==> config.mk <==
export PLATFORM = sky130hd
export DESIGN_NAME = cdb_arbiter
export DESIGN_NICKNAME = d
export VERILOG_FILES = /design/src/ooo_pkg.sv /design/src/cdb_arbiter.sv
export VERILOG_INCLUDE_DIRS = /design/src
export SDC_FILE = /design/constraint.sdc
export NUM_CORES = 1
export LEC_CHECK = 0
export BUFFER_PORTS_ARGS = -buffer_cell sky130_fd_sc_hd__buf_4
export CAP_MARGIN = 20
export CORE_AREA = 3 3 90 92
export CTS_CLUSTER_SIZE = 24
export DETAILED_ROUTE_END_ITERATION = 12
export DIE_AREA = 0 0 93 95
export PLACE_DENSITY = 0.61
export SLEW_MARGIN = 20
export SYNTH_ARGS = -nofsm -noshare
export SYNTH_HDL_FRONTEND = slang
export SYNTH_SLANG_ARGS = --single-unit
==> constraint.sdc <==
create_clock -name clock -period 1.5 [get_ports clock]
set_input_delay 0 -clock clock [delete_from_list [all_inputs] [get_ports clock]]
set_output_delay 0 -clock clock [all_outputs]
set_load 0.01 [all_outputs]
==> src/ooo_params.svh <==
/* Size constants shared by the issue core and its testbench
   Include wherever a station, tag, ROB or datapath width is needed */
`ifndef OOO_PARAMS_SVH
`define OOO_PARAMS_SVH

// Station depth
`define RS_SIZE   8

// Physical registers, a tag is log2 of this wide
`define PRF_SIZE  64

`define ROB_SIZE  32    // Reorder buffer entries
`define DATA_W    64    // Operand and result width

// Multiplier pipeline depth
`define MULT_LAT  3

`endif
==> src/ooo_pkg.sv <==
/* Types shared by the station, the execution units and the CDB
   Import into any module body that handles dispatch, issue or results */
`include "ooo_params.svh"

package ooo_pkg;

	localparam int TAG_W = $clog2(`PRF_SIZE);   // Physical register tag
	localparam int ROB_W = $clog2(`ROB_SIZE);

	typedef logic [`DATA_W-1:0] data_t;
	typedef logic [TAG_W-1:0]   tag_t;
	typedef logic [ROB_W-1:0]   rob_idx_t;

	typedef enum logic [2:0] {
		ALU_ADD,
		ALU_SUB,
		ALU_AND,
		ALU_OR,
		ALU_XOR,
		ALU_MULQ,     // Goes to the multiplier
		ALU_DEFAULT
	} alu_func_t;

	typedef enum logic {
		USE_ADDER,
		USE_MULTIPLIER
	} fu_select_t;

	typedef enum logic [1:0] {
		RS_NO_ENTRY_EMPTY,
		RS_ONE_ENTRY_EMPTY,
		RS_TWO_OR_MORE_ENTRY_EMPTY
	} rs_occupancy_t;

	// Renamed instruction, an operand with valid clear holds its tag in the low bits
	typedef struct packed {
		logic      load;        // One-cycle strobe
		data_t     opa;
		logic      opa_valid;
		data_t     opb;
		logic      opb_valid;
		alu_func_t alu_func;
		tag_t      dest_tag;
		rob_idx_t  rob_idx;
	} rs_dispatch_t;

	typedef struct packed {
		logic      valid;       // Take this now
		data_t     opa;
		data_t     opb;
		alu_func_t alu_func;
		tag_t      dest_tag;
		rob_idx_t  rob_idx;
	} rs_issue_t;

	typedef struct packed {
		logic      valid;
		tag_t      tag;
		rob_idx_t  rob_idx;
		data_t     value;
	} cdb_t;

endpackage

==> src/cdb_arbiter.sv <==
/* Round-robin owner of the single CDB between the ALU and the multiplier
   Grant and bus are combinational from the requests */
`timescale 1ns/1ps

module cdb_arbiter (
	input  logic          clock,
	input  logic          rst_n,
	input  ooo_pkg::cdb_t alu_result,
	input  ooo_pkg::cdb_t mult_result,
	output logic          alu_grant,
	output logic          mult_grant,
	output ooo_pkg::cdb_t cdb
);

	logic last_was_mult;    // Winner of the previous grant

	// On a conflict the unit that did not win last goes first
	assign alu_grant  = alu_result.valid && (!mult_result.valid || last_was_mult);
	assign mult_grant = mult_result.valid && (!alu_result.valid || !last_was_mult);

	assign cdb = alu_grant ? alu_result : mult_result;   // Idle bus shows mult valid low

	always_ff @(posedge clock)
	begin
		if (!rst_n)
			last_was_mult <= 1'b1;      // ALU wins the first conflict
		else if (alu_grant || mult_grant)
			last_was_mult <= mult_grant;
	end

endmodule

### Word level (Yosys, flattened, before mapping)

Index checks and enable logic that the tools add are counted.

| operators by class | value |
|---|---|
| muxes and demuxes | 1 |
| reductions and logical operators | 8 |

Operators by type and width:

| kind | number |
|---|---|
| 2-to-1 mux 76 bit | 1 |
| logical NOT 1 bit | 3 |
| logical OR 1 bit | 3 |
| logical AND 1 bit | 2 |

| storage, ports and cells | value |
|---|---|
| bits in registers | 1 |
| output and inout port bits | 78 |
| logic and storage cells | 10 |

### Depth between registers and ports, before layout

| logic depth | value |
|---|---|
| depth in word-level cells | 4 |
| mapped depth | 5 |
| depth with buffers taken out | 3 |

### Worst setup path before layout

OpenSTA, ideal clock, no wires.

| path | value |
|---|---|
| path type | register -> output |
| from | register last_was_mult |
| to | output port cdb[36] (netlist bit) |
| data arrival time | 1159 ps |
| data required time | 1500 ps |
| setup slack | 341 ps |
| stages on the path, launching flop included | 5 |
| path through | dfxtp_1 > o21ai_4 > buf_6 > buf_12 > mux2_4 |

RTL lines:

| what | line | text |
|---|---|---|
| start: declaration | cdb_arbiter.sv:15 | `logic last_was_mult;` |
| start signal: assignment | cdb_arbiter.sv:28 | `last_was_mult <= mult_grant;` |
| end: declaration | cdb_arbiter.sv:12 | `output ooo_pkg::cdb_t cdb` |

==> run summary <==
status = completed
WP data arrival = 1.38 ns
initial core utilization = 16.08%
CP startpoint kind = flip-flop
syn_area_per_cell = 12.74 um2
clock latency on the worst-skew pair = 0 ns
Post-Syn Instances = 92
Pre-antenna DRT Iters = 3
core box area = 7292 um2
Compound-Gate Fraction of Synth Area = 2.241%
global-route wire length before repair = 8493 um
CP Class = reg2out
routed wire length = 5889 um
P_int = 0.7250 mW
Vias = 1,638
final worst slack = 0.1205 ns
largest registers = last_was_mult (1)
Clock power frac = 0%
Setup Skew = 0 ns
fin. max-slew vios = 0
sequential cell fraction of total power = 3.0%
post-cts sizing count = 0
most common cell in the netlist = mux2_4
I/O pins = 232
Vert. Die Dim = 95 um
multiplexer share of the synthesized area = 84.53%
DR WL/cell = 14.16 um
Leak = 1.631 nW
initial DRC count = 11
Hold Slack = 0.1631 ns
Core Rows = 31
dpl ws = 0.1228 ns
top post-synthesis cells by area = mux2_4 50%, mux2_2 35%, buf_12 6.8%
Final Hold Fails = 0
Mapped Area = 1172 um2
Final #Nets = 473
drc violations = 0
max FFs per register = 1
largest net degree at the start of global routing = 42
Synth top cells by count = 39 x mux2_4, 36 x mux2_2, 4 x buf_12, 3 x buf_4, 2 x nand2_1
layout cells sized above 1 = 98.11%
Net Switching = 0.3407 mW
Crit path required time = 1.50 ns
Post-synth ARST share = 0%
adder-cell share of the synthesized area = 0%
predominant post-synthesis flop cell = dfxtp_1
port buffer count = 231
Vias/cell = 3.938
RSZ-0062 raised after global routing = false
Tcrit/Tclk final = 91.97%
CTS hold repair buffers = 0
vias in the first global route = 1,798
Setup crit end kind = output port
Synth Area in Simple Gates = 1.174%
crit path time final = 1.380 ns
peak supply drop = 0.2271 mV
Die Area = 8835 um2
initial antenna violation count = 0
Slew headroom = 81.90%
class of the worst hold path = in2reg
Post-Syn Nets = 246
CTS clk-pin slew, worst paths = 0 ns
Fmax = 724.9 MHz
Netlist cell types = 13
Yosys top cell by area = mux2_4
Final ANT Viol Nets = 0
top-area cell type share of the netlist area = 49.95%
Yosys warnings = 0
Max-cap violations = 0
Combinational Power Share = 97.0%
setup repair bufs after CTS = 0
routability congestion estimate = 0.6749
Post-synth EDFFs = 0
setup_tns = 0 ns
worst slew pin tran = 0.2715 ns
P&R area growth vs syn = 152.2%
CP Max Fanout = 41
Final Setup Violations = 0
Seq/Total Area, Yosys = 1.708%
power per cell area = 360.4 nW/um2
switching share of power = 31.97%
Biggest register = last_was_mult
largest family of logic cells by synthesized area = multiplexers
synthesis-stage register bit count = 1
GRT Overall Usage = 11.61%
Die W = 93 um
Synth Area in XOR/XNOR = 0%
Detailed Place HPWL = 5358 um
Remaining Overflow, GRT = 0
Ant. Diodes = 0
reg2reg setup slack = 0.79 ns
==> power groups by stage <==
stage               Clock (mW)  Sequential, mW  Combinational, mW
finish                       0          0.0319               1.03
global route                 0          0.0324               1.10
CTS                          0          0.0320               1.05
detailed placement           0          0.0319               1.05
global placement             0          0.0317               1.03
floorplan                    0          0.0316              0.467
==> cell usage in the layout (no fill, tap or decap), drive strengths merged <==
cell	instances
buf	233
mux2	75
nand2	2
inv	2
o21ai	2
a21oi	1
or2	1
dfxtp	1
==> final cells by class <==
cell class	count	area, um2
timing repair buffer	233	1774
tap	99	123.9
inverter	2	7.507
fill	741	4335
multi-input combinational	81	1031
sequential	1	20.02
==> through the flow <==
step           instances  instance area [um2]  power [mW]  util (%)
6_report             416                 2957       1.066     40.55
5_1_grt              416                 2957       1.136     40.55
2_1_floorplan         92                 1172      0.4982         -
4_1_cts              416                 2957       1.081     40.55
3_5_place_dp         416                 2957       1.078     40.55
3_3_place_gp         416                 2957       1.063     40.55
==> critical path, stage by stage, from the launching register on <==
cell and delay, ns:
dfxtp_1 0.33, o21ai_4 0.22, buf_12 0.28, mux2_2 0.37
buf_4 0.14
==> cell families after synthesis <==
family	Yosys count
simple gates	3
flops	1
buf+inv	10
compound gates	3
mux	75
==> metal layers <==
layer / wire, um / GRT usage (%) / share of wire [%] / vias up
met5: 0 / 0 / 0 / -
met4: 0 / 0 / 0 / 0
met3: 821 / 2.709 / 14 / 0
met2: 3305 / 25.31 / 56 / 133
met1: 1762 / 11.51 / 30 / 710
li1: - / - / - / 795
==> path summary, 6_finish.rpt <==
| check | start | end | cells past startpoint |
|---|---|---|---|
| hold reg to reg | last_was_mult$_SDFFE_PN1P_ | last_was_mult$_SDFFE_PN1P_ | 3 |
| setup reg to reg | last_was_mult$_SDFFE_PN1P_ | last_was_mult$_SDFFE_PN1P_ | 3 |
| hold / removal | rst_n | last_was_mult$_SDFFE_PN1P_ | 2 |
| setup / recovery | last_was_mult$_SDFFE_PN1P_ | cdb[2] | 4 |
No activity file was read; power rests on OpenSTA's default activity.
