`config.mk`:
```
export PLATFORM = sky130hd
export DESIGN_NAME = alu_unit
export DESIGN_NICKNAME = d
export VERILOG_FILES = /design/src/ooo_pkg.sv /design/src/alu_unit.sv
export VERILOG_INCLUDE_DIRS = /design/src
export SDC_FILE = /design/constraint.sdc
export NUM_CORES = 1
export LEC_CHECK = 0
export BUFFER_PORTS_ARGS = -buffer_cell sky130_fd_sc_hd__buf_4
export CORE_MARGIN = 4
export CORE_UTILIZATION = 52
export DETAILED_ROUTE_END_ITERATION = 8
export MAX_ROUTING_LAYER = met4
export PLACE_DENSITY = 0.76
export REMOVE_ABC_BUFFERS = 1
export SYNTH_ARGS = -nofsm -noshare
export SYNTH_HDL_FRONTEND = slang
export SYNTH_SLANG_ARGS = --single-unit
export TNS_END_PERCENT = 30
```
`constraint.sdc`:
```
create_clock -name clock -period 4.05 [get_ports clock]
set_input_delay 0.2025 -clock clock [delete_from_list [all_inputs] [get_ports clock]]
set_output_delay 0.2025 -clock clock [all_outputs]
set_load 0.05 [all_outputs]
```
`src/ooo_params.svh`:
```
/* Size constants shared by the issue core and its testbench
   Include wherever a station, tag, ROB or datapath width is needed */
`ifndef OOO_PARAMS_SVH
`define OOO_PARAMS_SVH

// Station depth
`define RS_SIZE   8

// Physical registers, a tag is log2 of this wide
`define PRF_SIZE  64

`define ROB_SIZE  32    // Reorder buffer entries
`define DATA_W    64    // Operand and result width

// Multiplier pipeline depth
`define MULT_LAT  3

`endif
```
`src/ooo_pkg.sv`:
```
/* Types shared by the station, the execution units and the CDB
   Import into any module body that handles dispatch, issue or results */
`include "ooo_params.svh"

package ooo_pkg;

	localparam int TAG_W = $clog2(`PRF_SIZE);   // Physical register tag
	localparam int ROB_W = $clog2(`ROB_SIZE);

	typedef logic [`DATA_W-1:0] data_t;
	typedef logic [TAG_W-1:0]   tag_t;
	typedef logic [ROB_W-1:0]   rob_idx_t;

	typedef enum logic [2:0] {
		ALU_ADD,
		ALU_SUB,
		ALU_AND,
		ALU_OR,
		ALU_XOR,
		ALU_MULQ,     // Goes to the multiplier
		ALU_DEFAULT
	} alu_func_t;

	typedef enum logic {
		USE_ADDER,
		USE_MULTIPLIER
	} fu_select_t;

	typedef enum logic [1:0] {
		RS_NO_ENTRY_EMPTY,
		RS_ONE_ENTRY_EMPTY,
		RS_TWO_OR_MORE_ENTRY_EMPTY
	} rs_occupancy_t;

	// Renamed instruction, an operand with valid clear holds its tag in the low bits
	typedef struct packed {
		logic      load;        // One-cycle strobe
		data_t     opa;
		logic      opa_valid;
		data_t     opb;
		logic      opb_valid;
		alu_func_t alu_func;
		tag_t      dest_tag;
		rob_idx_t  rob_idx;
	} rs_dispatch_t;

	typedef struct packed {
		logic      valid;       // Take this now
		data_t     opa;
		data_t     opb;
		alu_func_t alu_func;
		tag_t      dest_tag;
		rob_idx_t  rob_idx;
	} rs_issue_t;

	typedef struct packed {
		logic      valid;
		tag_t      tag;
		rob_idx_t  rob_idx;
		data_t     value;
	} cdb_t;

endpackage

```
`src/alu_unit.sv`:
```
/* Single-cycle integer ALU with a result register held until the CDB takes it
   Fed by the station's adder issue port */
`timescale 1ns/1ps

module alu_unit (
	input  logic               clock,
	input  logic               rst_n,
	input  ooo_pkg::rs_issue_t issue,
	input  logic               grant,       // CDB takes the result this cycle
	output logic               available,
	output ooo_pkg::cdb_t      result
);
	import ooo_pkg::*;

	data_t alu_out;
	cdb_t  result_d;     // Next result register contents

	always_comb
	begin
		case (issue.alu_func)
			ALU_ADD: alu_out = issue.opa + issue.opb;
			ALU_SUB: alu_out = issue.opa - issue.opb;
			ALU_AND: alu_out = issue.opa & issue.opb;
			ALU_OR:  alu_out = issue.opa | issue.opb;
			ALU_XOR: alu_out = issue.opa ^ issue.opb;
			default: alu_out = '0;      // Never routed here
		endcase
	end

	assign result_d = '{valid: issue.valid, tag: issue.dest_tag,
		rob_idx: issue.rob_idx, value: alu_out};

	// Free slot, or the held result leaves this cycle
	assign available = !result.valid || grant;

	always_ff @(posedge clock)
	begin
		if (!rst_n)
			result.valid <= 1'b0;
		else if (available)
			result <= result_d;     // Loads a bubble when nothing issues
	end

endmodule

```
== Word-level counts from Yosys, hierarchy flattened ==
Cells that the tools add are included.
Storage, ports and cells
  register bits: 76
  word-level logic and storage cells: 18
  output and inout bits: 77
Cells by class
  bitwise logic cells: 3
  reductions and logical operators: 4
  equality and inequality tests: 4
  mux-type cells: 1
  add/subtract/negate cells: 2
Operator list (count)
  case mux 64 bit (5 select lines): 1
  adder 64 bit: 1
  AND 64 bit: 1
  bitwise OR 64 bit: 1
  subtractor 64 bit: 1
  bitwise XOR 64 bit: 1
  equality test 3 x 2 -> 1 bit (second input constant): 2
  equality test 3 x 1 -> 1 bit (second input constant): 1
  equality test 3 bit (second input constant): 1
  logical NOT 3 bit: 1
  AND reduction 2 bit: 1
  logical NOT 1 bit: 1
  logical OR 1 bit: 1

== Depth between registers and ports, before layout ==
Gate-level depths: netlist (run 1).
  depth in word-level cells: 3
  mapped depth: 21
  gate-level depth less buffers: 20

== Worst setup path before layout (run 1) ==
Ideal clock, no wire load.
  path kind: input -> register
  from: input issue[26] in the netlist's numbering
  to: register result[60] in the netlist's numbering, data pin
  stages: 19
  required time: 3.783 ns
  path slack: -0.109 ns
  library setup time: 0.267 ns
  data arrival time: 3.892 ns
  cells stage by stage: or4_4 nor4_4 nand2_1 nor2_1 nand2_1 or2_1 nand3b_4 nand2_1 xnor2_1 ha_1 clkbuf_1 a21o_1 a21o_1 a2111oi_0 nor4_1 a211oi_1 o2111ai_1 xnor2_1 o21ai_0
On the way
  cells in the longest elaborated chain, start to end: 2
  elaborated cells between the ends (all ways): 3
  classes of those cells: add/sub (2); mux (1)
Ends and longest elaborated chain
  from (decl): RTL line alu_unit.sv:8  | input ooo_pkg::rs_issue_t issue,
  subtractor 64 bit or adder 64 bit (tied branches): RTL line alu_unit.sv:22, alu_unit.sv:21
  case mux 64 bit (5 select lines) *: RTL line alu_unit.sv:20  | case (issue.alu_func)
  net alu_out[60]: RTL line alu_unit.sv:15  | data_t alu_out;
  to (signal assigned): RTL line alu_unit.sv:41  | result <= result_d;
  to (decl): RTL line alu_unit.sv:11  | output ooo_pkg::cdb_t result
Mark *: on every way through the listed nets, which the timed path passes. The rest lies on a longest branch.
A chain may end at the register's enable or synchronous reset.

== Worst setup path after layout (run 1) ==
Same ends and word-level chain as after synthesis.

==> results of run 1 <==
==> per-layer routing <==
| layer | vias to the layer above | part of all wire [%] |
|---|---|---|
| met5 | - | 0 |
| met4 | 0 | 3.4 |
| met3 | 111 | 7.3 |
| met2 | 550 | 48 |
| met1 | 6034 | 41 |
| li1 | 6021 | - |
==> final timing paths <==
kind | to | start
setup / recovery | result[60] | issue[26]
hold / removal | result[73] | issue[9]
setup reg to reg | result[42] | result[75]
hold reg to reg | result[75] | result[75]
==> cell usage in the layout, fill, tap and decap left out, types with 5 or more instances in the layout <==
| cell type | synthesis | routed |
|---|---|---|
| o21ai_0 | 69 | 54 |
| nand3_1 | 24 | 23 |
| nor3_1 | 23 | 18 |
| nand2b_1 | 8 | 7 |
| and4_1 | 6 | 6 |
| o22ai_1 | 11 | 11 |
| xor2_1 | 21 | 21 |
| edfxtp_1 | 75 | 75 |
| o22a_1 | 22 | 22 |
| nor2b_1 | 12 | 7 |
| o21ai_2 | 0 | 5 |
| nor2_1 | 62 | 56 |
| mux2i_1 | 6 | 6 |
| a22oi_1 | 61 | 61 |
| ha_1 | 192 | 187 |
| a31oi_1 | 20 | 19 |
| nand4_1 | 23 | 23 |
| o221ai_1 | 30 | 30 |
| inv_1 | 154 | 153 |
| a21oi_1 | 102 | 81 |
| o31ai_1 | 16 | 9 |
| clkbuf_16 | 0 | 9 |
| nand2_1 | 97 | 92 |
| a21boi_0 | 6 | 5 |
| nor3_2 | 0 | 5 |
| a21o_1 | 35 | 35 |
| o21ai_1 | 3 | 12 |
| xnor2_1 | 90 | 90 |
| nor4_4 | 2 | 5 |
| buf_4 | 0 | 538 |
| ha_2 | 0 | 5 |
| o31ai_2 | 0 | 5 |
| o21bai_1 | 13 | 12 |
| o21a_1 | 11 | 11 |
| a21oi_2 | 0 | 21 |
| and3_1 | 12 | 8 |
==> area by class of cell <==
cell class	count	share of cell area (%)
clock buffers	9	1.38
inverters	154	3.54
flip-flops and latches	76	13.9
multi-input cells	1070	53.3
clock inverters	7	0.452
well taps	275	2.11
repair buffers	544	25.3
==> per-stage QoR <==
| step | setup TNS [ns] | cell area, µm² |
|---|---|---|
| after floorplan | -44.52 | 10900 |
| after global placement | -12.98 | 15200 |
| after detailed placement | -15.94 | 15200 |
| after CTS | -0.0155 | 15800 |
| after global routing | -0.738 | 16300 |
| final | 0 | 16300 |
==> what timing repair did <==
action / 4_1_cts / 5_1_grt
resized for setup: 40 / 103
hold endpoints to repair: 0 / 0
setup endpoints to repair: 24 / 38
pin swaps: 11 / 39
setup buffers: 8 / 14
==> cell families after synthesis <==
family          count (synthesis)  share of synthesized area [%]
compound gates                452                           27.3
simple gates                  307                           13.9
buf+inv                       228                           7.63
fa+ha+maj                     193                           21.6
xor+xnor                      112                           8.81
flops                          76                           20.2
mux                             6                          0.535
==> power groups by stage <==
stage,clock (W),sequential [W],combinational (W)
global placement,0,0.00101,0.00228
global route,0.000900,0.00101,0.00268
detailed placement,0,0.00102,0.00232
floorplan,0,0.00128,0.00103
CTS,0.000872,0.000999,0.00238
finish,0.000866,0.000999,0.00250
==> key figures, run 1 <==
Run status
  – Outcome: completed

Worst setup path
  – CP Cell Sequence: buf_8 -> or4_4 -> nor4_4 -> buf_4 -> buf_4 -> nand3_4 -> nor2_4 -> buf_4 -> a21oi_1 -> xnor2_1 -> ha_1 -> a21o_1 -> a21o_1 -> a21o_1 -> a2111oi_4 -> nor4_1 -> a211oi_2 -> buf_4 -> o2111ai_2 -> xnor2_1 -> o21ai_0
  – Slowest stage cell, crit path: or4_4
  – Worst reg2reg path depth: 2
  – Critical Path Max Stage Delay: around 0.55 ns
  – Critical path required time: between 4 and 5 ns
  – Most frequent CP cell: buf_4
  – Crit start category: input port
  – Crit end category: register
  – Kind of critical path: input port to register
  – Reg2Reg Setup Slack: about 2.3 ns
  – CP Buf/Inv Count: 5
  – Arrival @ worst endpoint: just over 4 ns
  – CP max FO: 4
  – Crit path depth: 21
  – Crit-path leading delay family: compound AO/OA/AOI/OAI gates

Detailed routing
  – Vias per inst: 5.96
  – Final wirelength: 40,400 µm
  – Pre-antenna DRT Iters: 6
  – DRT antenna net count: 0
  – # DRC: 0
  – Routed length per instance: ~19 µm
  – Via count: about 13,000
  – DR iter-0 viols: approximately 800

Global route
  – First-pass GRT wire length: 62,900 µm
  – Top Usage Layer GRT: met2
  – Number of global-route vias before repair: about 13,000
  – Pin count of the biggest net entering global routing: 76
  – Initial antenna violation count: 0
  – Met1 Use GR: 40.0%
  – Total Routing Usage GR: between 30% and 40%
  – GRT met2 Usage: a little under three fifths
  – Met3 Use GR: 4.56%
  – Gr ovfl total: 0

Power and ir drop
  – Sw frac: approximately 42%
  – Overall Power: 0.00436 W
  – Register share of total power: between 20% and 30%
  – Static Leakage: 7.87 nW
  – Gate power share: 57.2%
  – Clock group share of total power: between 10% and 20%
  – PD cells: ~270 nW/µm²
  – Max VDD drop: 0.242 mV
  – P_int: between 0.002 and 0.003 W
  – Net Switching: 0.00185 W

Timing
  – Worst Clk Skew: approximately 0.012 ns
  – Worst Tran Pin Value: approximately 1.1 ns
  – Max-slew violations: 0
  – Max Freq: ~0.25 GHz
  – Final hold vios: 0
  – WHS: approximately 0.014 ns
  – Endpoints failing setup: 0
  – Period utilization: between 90 and 100%
  – Final min period: 4.04 ns
  – RSZ-0062 raised after global routing: true
  – Slew margin rel.: 25.2%
  – Post-route setup slack: between 0.007 and 0.008 ns

CTS
  – Clk root buf: clkbuf_16
  – # hold bufs at CTS: 0
  – Clock sink total: 76
  – Clock transition at the registers of the reported paths: around 0.08 ns
  – Clk Latency, worst-skew pair: about 0.36 ns
  – Num CTS Buffers: 9
  – Max Root-Sink Buffers: 2
  – H-tree levels: 3
  – CTS tree: done

Floorplan
  – Starting Density: between 50 and 60%
  – Die Wd: approximately 150 µm
  – DIE HEIGHT: 155 µm
  – Io pins: around 220
  – Row cnt: 53
  – Core Box Area: roughly 21,000 µm²
  – Die area: between 20,000 and 25,000 µm²

Worst hold path
  – Hold path depth: 1
  – Worst Hold Class: input port to register

Synth
  – Post-Synthesis Cells: 1,374
  – Register area share after synthesis: between 20% and 30%
  – Top FF cell, synth: edfxtp_1
  – Synth top cells by count: ha_1 (192), inv_1 (154), a21oi_1 (102)
  – Synth Area per Inst: ~8.2 µm²
  – Top-count cell post-synth: ha_1
  – Synthesis Warnings: 0
  – #FFs+latches synth: 76
  – Number of synthesized flops with an enable pin: between 70 and 80
  – Async SR Flop Fraction: 0%
  – Area leader, netlist: ha_1
  – Post-Syn Area: 11,200 µm²
  – Synth cell types: 70
  – Synth top area share: 21.4%
  – Top post-synthesis cells by area: ha_1 (21%), edfxtp_1 (20%), xnor2_1 (7.0%)

Layout
  – Share of layout cells above drive strength 1: a little over a third
  – Max reg flops: 76
  – Fin util: between 70% and 80%
  – Fin cells: 2,135
  – Register area: approximately 2300 µm²
  – Largest Register: result
  – Fillers: about 1,600
  – Largest regs: result: 76 flops
  – Antenna cell count: 0
  – Syn-to-layout area delta: 45.4%
  – Nets@finish: ~2,200
  – Multi-input logic area: between 8000 and 9000 µm²

Place
  – DP Worst Slack: -0.701 ns
  – GPL Wtd Cong: ~1
  – Detailed Place HPWL: about 31,000 µm
  – IO Port Bufs: 222
  – Inst Count DP: ~2,100

Flow run
  – Max cap viols: 0
(Power assumes the default switching activity.)
==> run 2, diff against run 1 <==
- REMOVE_ABC_BUFFERS: 1 -> unset
==> run 2 against run 1 <==
  * Flip-flop and latch count did not move
  * Highest routed layer unchanged
  * Cell count fell by 0.66%
  * Worst hold slack got worse by 0.0069 ns
  * Clock skew fell by 0.0042 ns
  * Clock-buffer cell count rose by 1
  * Setup slack got worse by 0.0032 ns
  * Critical path depth rose by 1
  * Critical path type unchanged
==> key figures, run 2 (synthesis results as in run 1) <==
Run status
  – Outcome: completed

Synth
  – Mapped Nets: around 1,700

Timing
  – Max Freq: 0.247 GHz (about the same)
  – WHS: 0.00724 ns (-0.00687 ns)
  – Worst Tran Pin Value: 1.06 ns (-0.0654 ns)
  – RSZ-0062 raised after global routing: true
  – Final min period: 4.05 ns (+0.00318 ns)
  – Endpoints failing setup: 0 (unchanged)
  – Max-slew violations: 0 (unchanged)
  – Period utilization: 99.9% (about the same)
  – Setup Total Neg Slack: 0 ns (unchanged)
  – Slew margin rel.: 29.5% (+4.4 points)
  – Worst Clk Skew: 0.00789 ns (-0.00420 ns)
  – Final hold vios: 0 (unchanged)

Place
  – Detailed Place HPWL: 31,500 µm (+1.6%)
  – IO Port Bufs: 222 (unchanged)
  – Inst Count DP: 2,082 (-0.76%)
  – GPL Wtd Cong: 1.01 (+1.4%)

CTS
  – H-tree levels: 3 (unchanged)
  – CTS tree: done
  – Clk Latency, worst-skew pair: 0.37 ns (about the same)
  – Num CTS Buffers: 9 (unchanged)
  – Max Root-Sink Buffers: 2 (unchanged)
  – Clk root buf: clkbuf_16
  – Clock transition at the registers of the reported paths: 0.07 ns (about the same)
  – # hold bufs at CTS: 0 (unchanged)
  – Clock sink total: 76 (unchanged)

Layout
  – Fillers: 1,547 (-1.1%)
  – Fin cells: 2,121 (-0.66%)
  – Largest regs: result: 76 flops
  – Largest Register: result
  – Nets@finish: 2,178 (-0.73%)
  – Syn-to-layout area delta: 45.1%
  – Commonest cells after routing, fill and taps aside: buf_4 (520), ha_1 (184), inv_1 (153)
  – Share of layout cells above drive strength 1: 36.3% (-0.064 points)
  – Fin util: 77.0% (-0.13 points)
  – Max reg flops: 76 (unchanged)
  – Most common cell after layout, fill and taps aside: buf_4

Floorplan
  – Die area: 24,000 µm² (unchanged)
  – Row cnt: 53 (unchanged)
  – Starting Density: 53.0% (unchanged)
  – DIE HEIGHT: 155 µm (unchanged)
  – Die Wd: 155 µm (unchanged)
  – Io pins: 223 (unchanged)
  – Core Box Area: 21,200 µm² (unchanged)

Power and ir drop
  – PD cells: 273 nW/µm² (+2.2%)
  – Max VDD drop: 0.204 mV (-16%)
  – Static Leakage: 7.81 nW (-0.67%)

Detailed routing
  – Final wirelength: 41,600 µm (+3.0%)
  – Vias per inst: 5.98 (+0.41%)
  – Pre-antenna DRT Iters: 6 (unchanged)
  – Via count: 12,700 (-0.24%)
  – Routed length per instance: 19.6 µm (+3.7%)
  – DRT antenna net count: 0 (unchanged)
  – # DRC: 0 (unchanged)
  – DR iter-0 viols: 1,112 (+39%)

Worst hold path
  – Hold endpoint: result[66]
  – Hold_sp: issue[2]
  – Hold path depth: 1 (unchanged)
  – Worst Hold Class: input port to register

Worst setup path
  – Worst reg2reg path depth: 2 (unchanged)
  – CP max FO: 5 (+1)
  – Crit start category: input port
  – CP Buf/Inv Count: 4 (-1)
  – Kind of critical path: input port to register
  – Slowest stage cell, crit path: or4_4
  – RR Endpoint: result[31]
  – CP Cell Sequence: buf_6 -> or4_4 -> nor4_4 -> buf_4 -> nand3_2 -> buf_6 -> or2_4 -> nor4_4 -> and2_4 -> a41oi_2 -> xnor2_1 -> ha_1 -> buf_4 -> nand2_1 -> o21ai_2 -> a21oi_1 -> nor2_1 -> o21a_1 -> o21ai_2 -> o2111ai_4 -> xnor2_2 -> o21ai_1
  – Arrival @ worst endpoint: 4.15 ns (+0.02 ns)
  – Crit end category: register
  – RR Startpoint: result[75]
  – Reg2Reg Setup Slack: 2.33 ns (+0.05 ns)
  – Critical Path Max Stage Delay: 0.55 ns (about the same)
  – Crit-path leading delay family: simple AND/OR/NAND/NOR gates
  – Critical path required time: 4.15 ns (+0.02 ns)

Global route
  – Number of global-route vias before repair: 12,600 (-1.2%)
  – Initial antenna violation count: 2 (+2)
  – Pin count of the biggest net entering global routing: 76 (unchanged)
  – Gr ovfl total: 0 (unchanged)
  – Total Routing Usage GR: 33.7% (+0.91 points)
  – First-pass GRT wire length: 64,300 µm (+2.2%)

Flow run
  – Max cap viols: 0 (unchanged)
## run 2: changes by cell type in the layout (fill, tap and decap cells not counted), moves of 3 or more
cell / delta
buf_6: +3
nor4_2: +3
ha_1: -3
nor3_1: -3
a21oi_2: -3
buf_4: -18
ha_2: +3
## run 2: per-stage QoR
stage	cell area [µm²]	setup WS, ns	power, W
4_1_cts	15800	-0.110	0.00429
3_3_place_gp	15100	-0.703	0.00329
2_1_floorplan	11200	-0.0909	0.00234
6_report	16300	0.00389	0.00445
3_5_place_dp	15100	-0.730	0.00333
5_1_grt	16300	-0.165	0.00467
## run 2: cell type report
type / instances / area, µm² / share of cell area, %
Timing Repair Buffer: 528 / 4010 / 24.6
Multi-Input combinational cell: 1070 / 8770 / 53.8
Clock buffer: 10 / 239 / 1.47
Tap cell: 275 / 344 / 2.11
Inverter: 154 / 578 / 3.55
Sequential cell: 76 / 2270 / 14.0
Clock inverter: 6 / 71.3 / 0.438
Antenna cell: 2 / 5.00 / 0.0307
## run 2: worst register-to-register path, delay by kind of cell (launching register included)
| kind | cells | cell delay, ns |
|---|---|---|
| flops | 1 | 0.32 |
| simple gates | 2 | 0.98 |
## run 2: worst max-delay path by stage
| stage | slack, ns | cells after the start | end | startpoint |
|---|---|---|---|---|
| after global routing | -0.16 | 22 | result[60] | issue[23] |
| after global placement | -0.70 | 18 | result[57] | issue[33] |
| after floorplan | -0.09 | 17 | result[60] | issue[26] |
| final | 0.004 | 22 | result[60] | issue[23] |
| after CTS | -0.11 | 20 | result[57] | issue[23] |
| after detailed placement | -0.73 | 18 | result[57] | issue[26] |
## run 2: where the power goes
part           switching (W)  total (W)  internal (W)
Clock               0.000415   0.000917      0.000502
Sequential         0.0000262   0.000999      0.000972
Combinational        0.00142    0.00253       0.00111
Total                0.00186    0.00445       0.00258
## run 2: per-layer routing
metal / track usage (%) / up-vias / routed length [µm]
met5: - / - / 0
met2: 57.0 / 540 / 20100
met3: 4.62 / 101 / 2730
met4: 9.63 / 0 / 1180
met1: 42.3 / 6064 / 17600
li1: - / 5980 / -
## run 2: timing repair
item | in CTS | in global routing
setup buffers | 6 | 16
resized for setup | 62 | 93
pin swaps | 28 | 49
endpoints found under the setup margin | 24 | 38
==> run 3, diff against run 2 <==
- ABC_AREA: unset -> 1
- CORE_UTILIZATION: 52 -> 54
- PLACE_DENSITY: 0.76 -> 0.77
==> run 3 against run 2 <==
  * Register-to-register slack got worse by 0.14 ns
  * Synthesized cell count increased by 65%
  * Critical path depth increased by 1
  * Power decreased by 8.0%
  * Critical path type unchanged
==> key figures, run 3 <==
Run status
  – Outcome: completed

Detailed routing
  – Pre-antenna DRT Iters: 5 (-1)
  – DRT antenna net count: 0 (unchanged)
  – Final wirelength: 55,800 µm (+34%)
  – # DRC: 0 (unchanged)
  – Via count: 16,100 (+27%)
  – Vias per inst: 5.65 (-5.5%)
  – Routed length per instance: 19.6 µm (-0.18%)
  – DR iter-0 viols: 2,478 (+120%)

Timing
  – Setup Total Neg Slack: 0 ns (unchanged)
  – Endpoints failing setup: 0 (unchanged)
  – Slew margin rel.: 28.5% (-1.1 points)
  – Worst Tran Pin Value: 1.07 ns (+0.0160 ns)
  – Period utilization: 94.5% (-5.4 points)
  – Worst Clk Skew: 0.00952 ns (+0.00163 ns)
  – Final hold vios: 0 (unchanged)
  – RSZ-0062 raised after global routing: false
  – Max-slew violations: 0 (unchanged)
  – Final min period: 3.83 ns (-0.218 ns)
  – Max Freq: 0.261 GHz (+5.7%)

CTS
  – Clk root buf: clkbuf_16
  – # hold bufs at CTS: 0 (unchanged)
  – Post-cts resize count: 0 (-100%)
  – Clock sink total: 76 (unchanged)
  – Max Root-Sink Buffers: 2 (unchanged)
  – Num CTS Buffers: 9 (unchanged)
  – Setup bufs post-CTS: 0 (-6)
  – CTS tree: done
  – Clock transition at the registers of the reported paths: 0.08 ns (about the same)
  – Clk Latency, worst-skew pair: 0.36 ns (about the same)
  – H-tree levels: 3 (unchanged)

Layout
  – Fin cells: 2,845 (+34%)
  – Most common cell after layout, fill and taps aside: nand2_1
  – Largest regs: result: 76 flops
  – Largest Register: result
  – Nets@finish: 2,854 (+31%)
  – Commonest cells after routing, fill and taps aside: nand2_1 (769), inv_1 (456), buf_4 (266)
  – Syn-to-layout area delta: 19.5%
  – Max reg flops: 76 (unchanged)
  – Share of layout cells above drive strength 1: 12.9% (-23 points)

Worst setup path
  – Worst reg2reg path depth: 2 (unchanged)
  – Crit-path leading delay family: simple AND/OR/NAND/NOR gates
  – Crit start category: input port
  – CP max FO: 5 (unchanged)
  – Slowest stage cell, crit path: nand3b_1
  – RR Startpoint: result[75]
  – Crit path depth: 23 (+4.5%)
  – Origin of the worst setup path: issue[14]
  – CP Cell Sequence: buf_4 -> inv_1 -> ha_1 -> nand3_4 -> nor2_4 -> nand2_2 -> nor2_2 -> nand3_2 -> nor2_4 -> nor2_2 -> xor2_1 -> ha_1 -> nand2_1 -> nor2_1 -> nand2_1 -> nor2_1 -> nand2_1 -> nand3b_1 -> nand3_1 -> nand2_1 -> nand2_1 -> nand3_1 -> nand2_1
  – Most frequent CP cell: nand2_1
  – RR Endpoint: result[9]
  – Kind of critical path: input port to register
  – CP Buf/Inv Count: 2 (-2)
  – Reg2Reg Setup Slack: 2.19 ns (-0.14 ns)
  – Arrival @ worst endpoint: 3.94 ns (-0.21 ns)
  – Critical Path Max Stage Delay: 0.46 ns (-0.09 ns)
  – Critical Path Sink: result[39]
  – Critical path required time: 4.16 ns (about the same)
  – Crit end category: register

Place
  – IO Port Bufs: 222 (unchanged)
  – GPL Wtd Cong: 1.13 (+12%)
  – Detailed Place HPWL: 46,400 µm (+47%)
  – Inst Count DP: 2,828 (+36%)

Global route
  – First-pass GRT wire length: 85,300 µm (+33%)
  – Gr ovfl total: 0 (unchanged)
  – Pin count of the biggest net entering global routing: 72 (-5.3%)
  – Number of global-route vias before repair: 15,200 (+21%)
  – Total Routing Usage GR: 40.1% (+6.4 points)
  – Initial antenna violation count: 2 (unchanged)

Synth
  – Post-Syn Area: 13,500 µm² (+20%)
  – Top FF cell, synth: edfxtp_1
  – Area leader, netlist: nand2_1
  – Top post-synthesis cells by area: nand2_1 (21%), ha_1 (18%), edfxtp_1 (17%)
  – Synth Area per Inst: 5.94 µm² (-27%)
  – Async SR Flop Fraction: 0% (unchanged)
  – Post-Synthesis Cells: 2,269 (+65%)
  – Number of synthesized flops with an enable pin: 75 (unchanged)
  – Synth top area share: 21.4% (about the same)
  – Top-count cell post-synth: nand2_1
  – Synthesis Warnings: 0 (unchanged)
  – Mapped Nets: 2,608 (+52%)
  – Register area share after synthesis: 16.9% (-3.4 points)
  – #FFs+latches synth: 76 (unchanged)
  – Synth top cells by count: nand2_1 (769), inv_1 (456), nor2_1 (252)
  – Synth cell types: 43 (-39%)

Floorplan
  – Die Wd: 166 µm (+7.2%)
  – DIE HEIGHT: 166 µm (+7.2%)
  – Core Box Area: 24,500 µm² (+16%)
  – Die area: 27,600 µm² (+15%)
  – Io pins: 223 (unchanged)
  – Starting Density: 55.1% (+2.1 points)
  – Row cnt: 57 (+7.5%)

Flow run
  – Max cap viols: 0 (unchanged)

Power and ir drop
  – PD cells: 254 nW/µm² (-6.9%)
  – Overall Power: 0.00409 W (-8.0%)
  – Static Leakage: 9.25 nW (+18%)
  – Max VDD drop: 0.241 mV (+18%)

Worst hold path
  – Worst Hold Class: input port to register
run 3: cell count changes after synthesis, moves of 19 or more:
cell,previous run,this run
a21o_1,35,0
a221oi_1,2,47
a22oi_1,61,0
clkbuf_1,72,20
inv_1,154,456
nand2_1,97,769
nand3_1,24,103
nor2_1,62,252
o21ai_0,69,50
o221ai_1,30,0
o22a_1,22,0
xnor2_1,90,3
xor2_1,21,57
run 3: worst min path at each step:
stage / startpoint / to / slack, ns / cells past startpoint
after CTS: issue[10] / result[74] / 0.0005 / 1
after global routing: issue[2] / result[66] / 0.006 / 1
after global placement: issue[10] / result[74] / 0.38 / 1
after floorplan: issue[0] / result[64] / 0.30 / 0
after detailed placement: issue[5] / result[69] / 0.38 / 1
final: issue[10] / result[74] / 0.008 / 1
run 3: worst register-to-register path, stage by stage, from the launching register on:
cell	delay [ns]
dfxtp_1	0.35
a21oi_4	0.23
buf_4	0.84
run 3: layout make-up:
cell class / instances / area (µm²)
antenna: 1 / 2.50
clock buffer: 9 / 225
clock inverter: 7 / 87.6
fill: 2261 / 8360
inverter: 462 / 1730
multi-input combinational: 1699 / 9360
sequential: 76 / 2270
tap: 324 / 405
timing repair buffer: 267 / 2020
run 3: stage by stage:
stage / util (%) / setup slack, ns / cell area [µm²] / hold WS (ns)
finish: 65.8 / 0.222 / 16100 / 0.00752
global route: 65.8 / 0.0544 / 16100 / 0.00616
CTS: 65.8 / 0.404 / 16100 / 0.000545
detailed placement: 64.6 / 0.0309 / 15800 / 0.382
global placement: 64.6 / 0.151 / 15800 / 0.381
floorplan: - / 0.987 / 13500 / 0.301
run 3: cells by family (layout without fill, tap and decap cells):
| family | Yosys count | in the layout | share of synthesized area (%) |
|---|---|---|---|
| flops | 76 | 76 | 16.9 |
| buf+inv | 494 | 745 | 13.8 |
| simple gates | 1224 | 1224 | 37.3 |
| xor+xnor | 60 | 60 | 3.90 |
| fa+ha+maj | 193 | 193 | 18.0 |
| other cells | 0 | 1 | 0 |
| compound gates | 222 | 222 | 10.2 |
run 3: report_power, final:
| group | internal [W] | total [W] | switching, W |
|---|---|---|---|
| Combinational | 0.000674 | 0.00215 | 0.00148 |
| Clock | 0.000497 | 0.000944 | 0.000447 |
| Sequential | 0.000965 | 0.000999 | 0.0000338 |
run 3: metal layers:
layer  global-route usage, %  up-vias  share of wire (%)
met5                       -        -                  0
li1                        -     7613                  -
met4                    15.5        0                4.7
met1                    53.6     7227                 41
met3                    8.52      167                 13
met2                    59.5     1076                 41
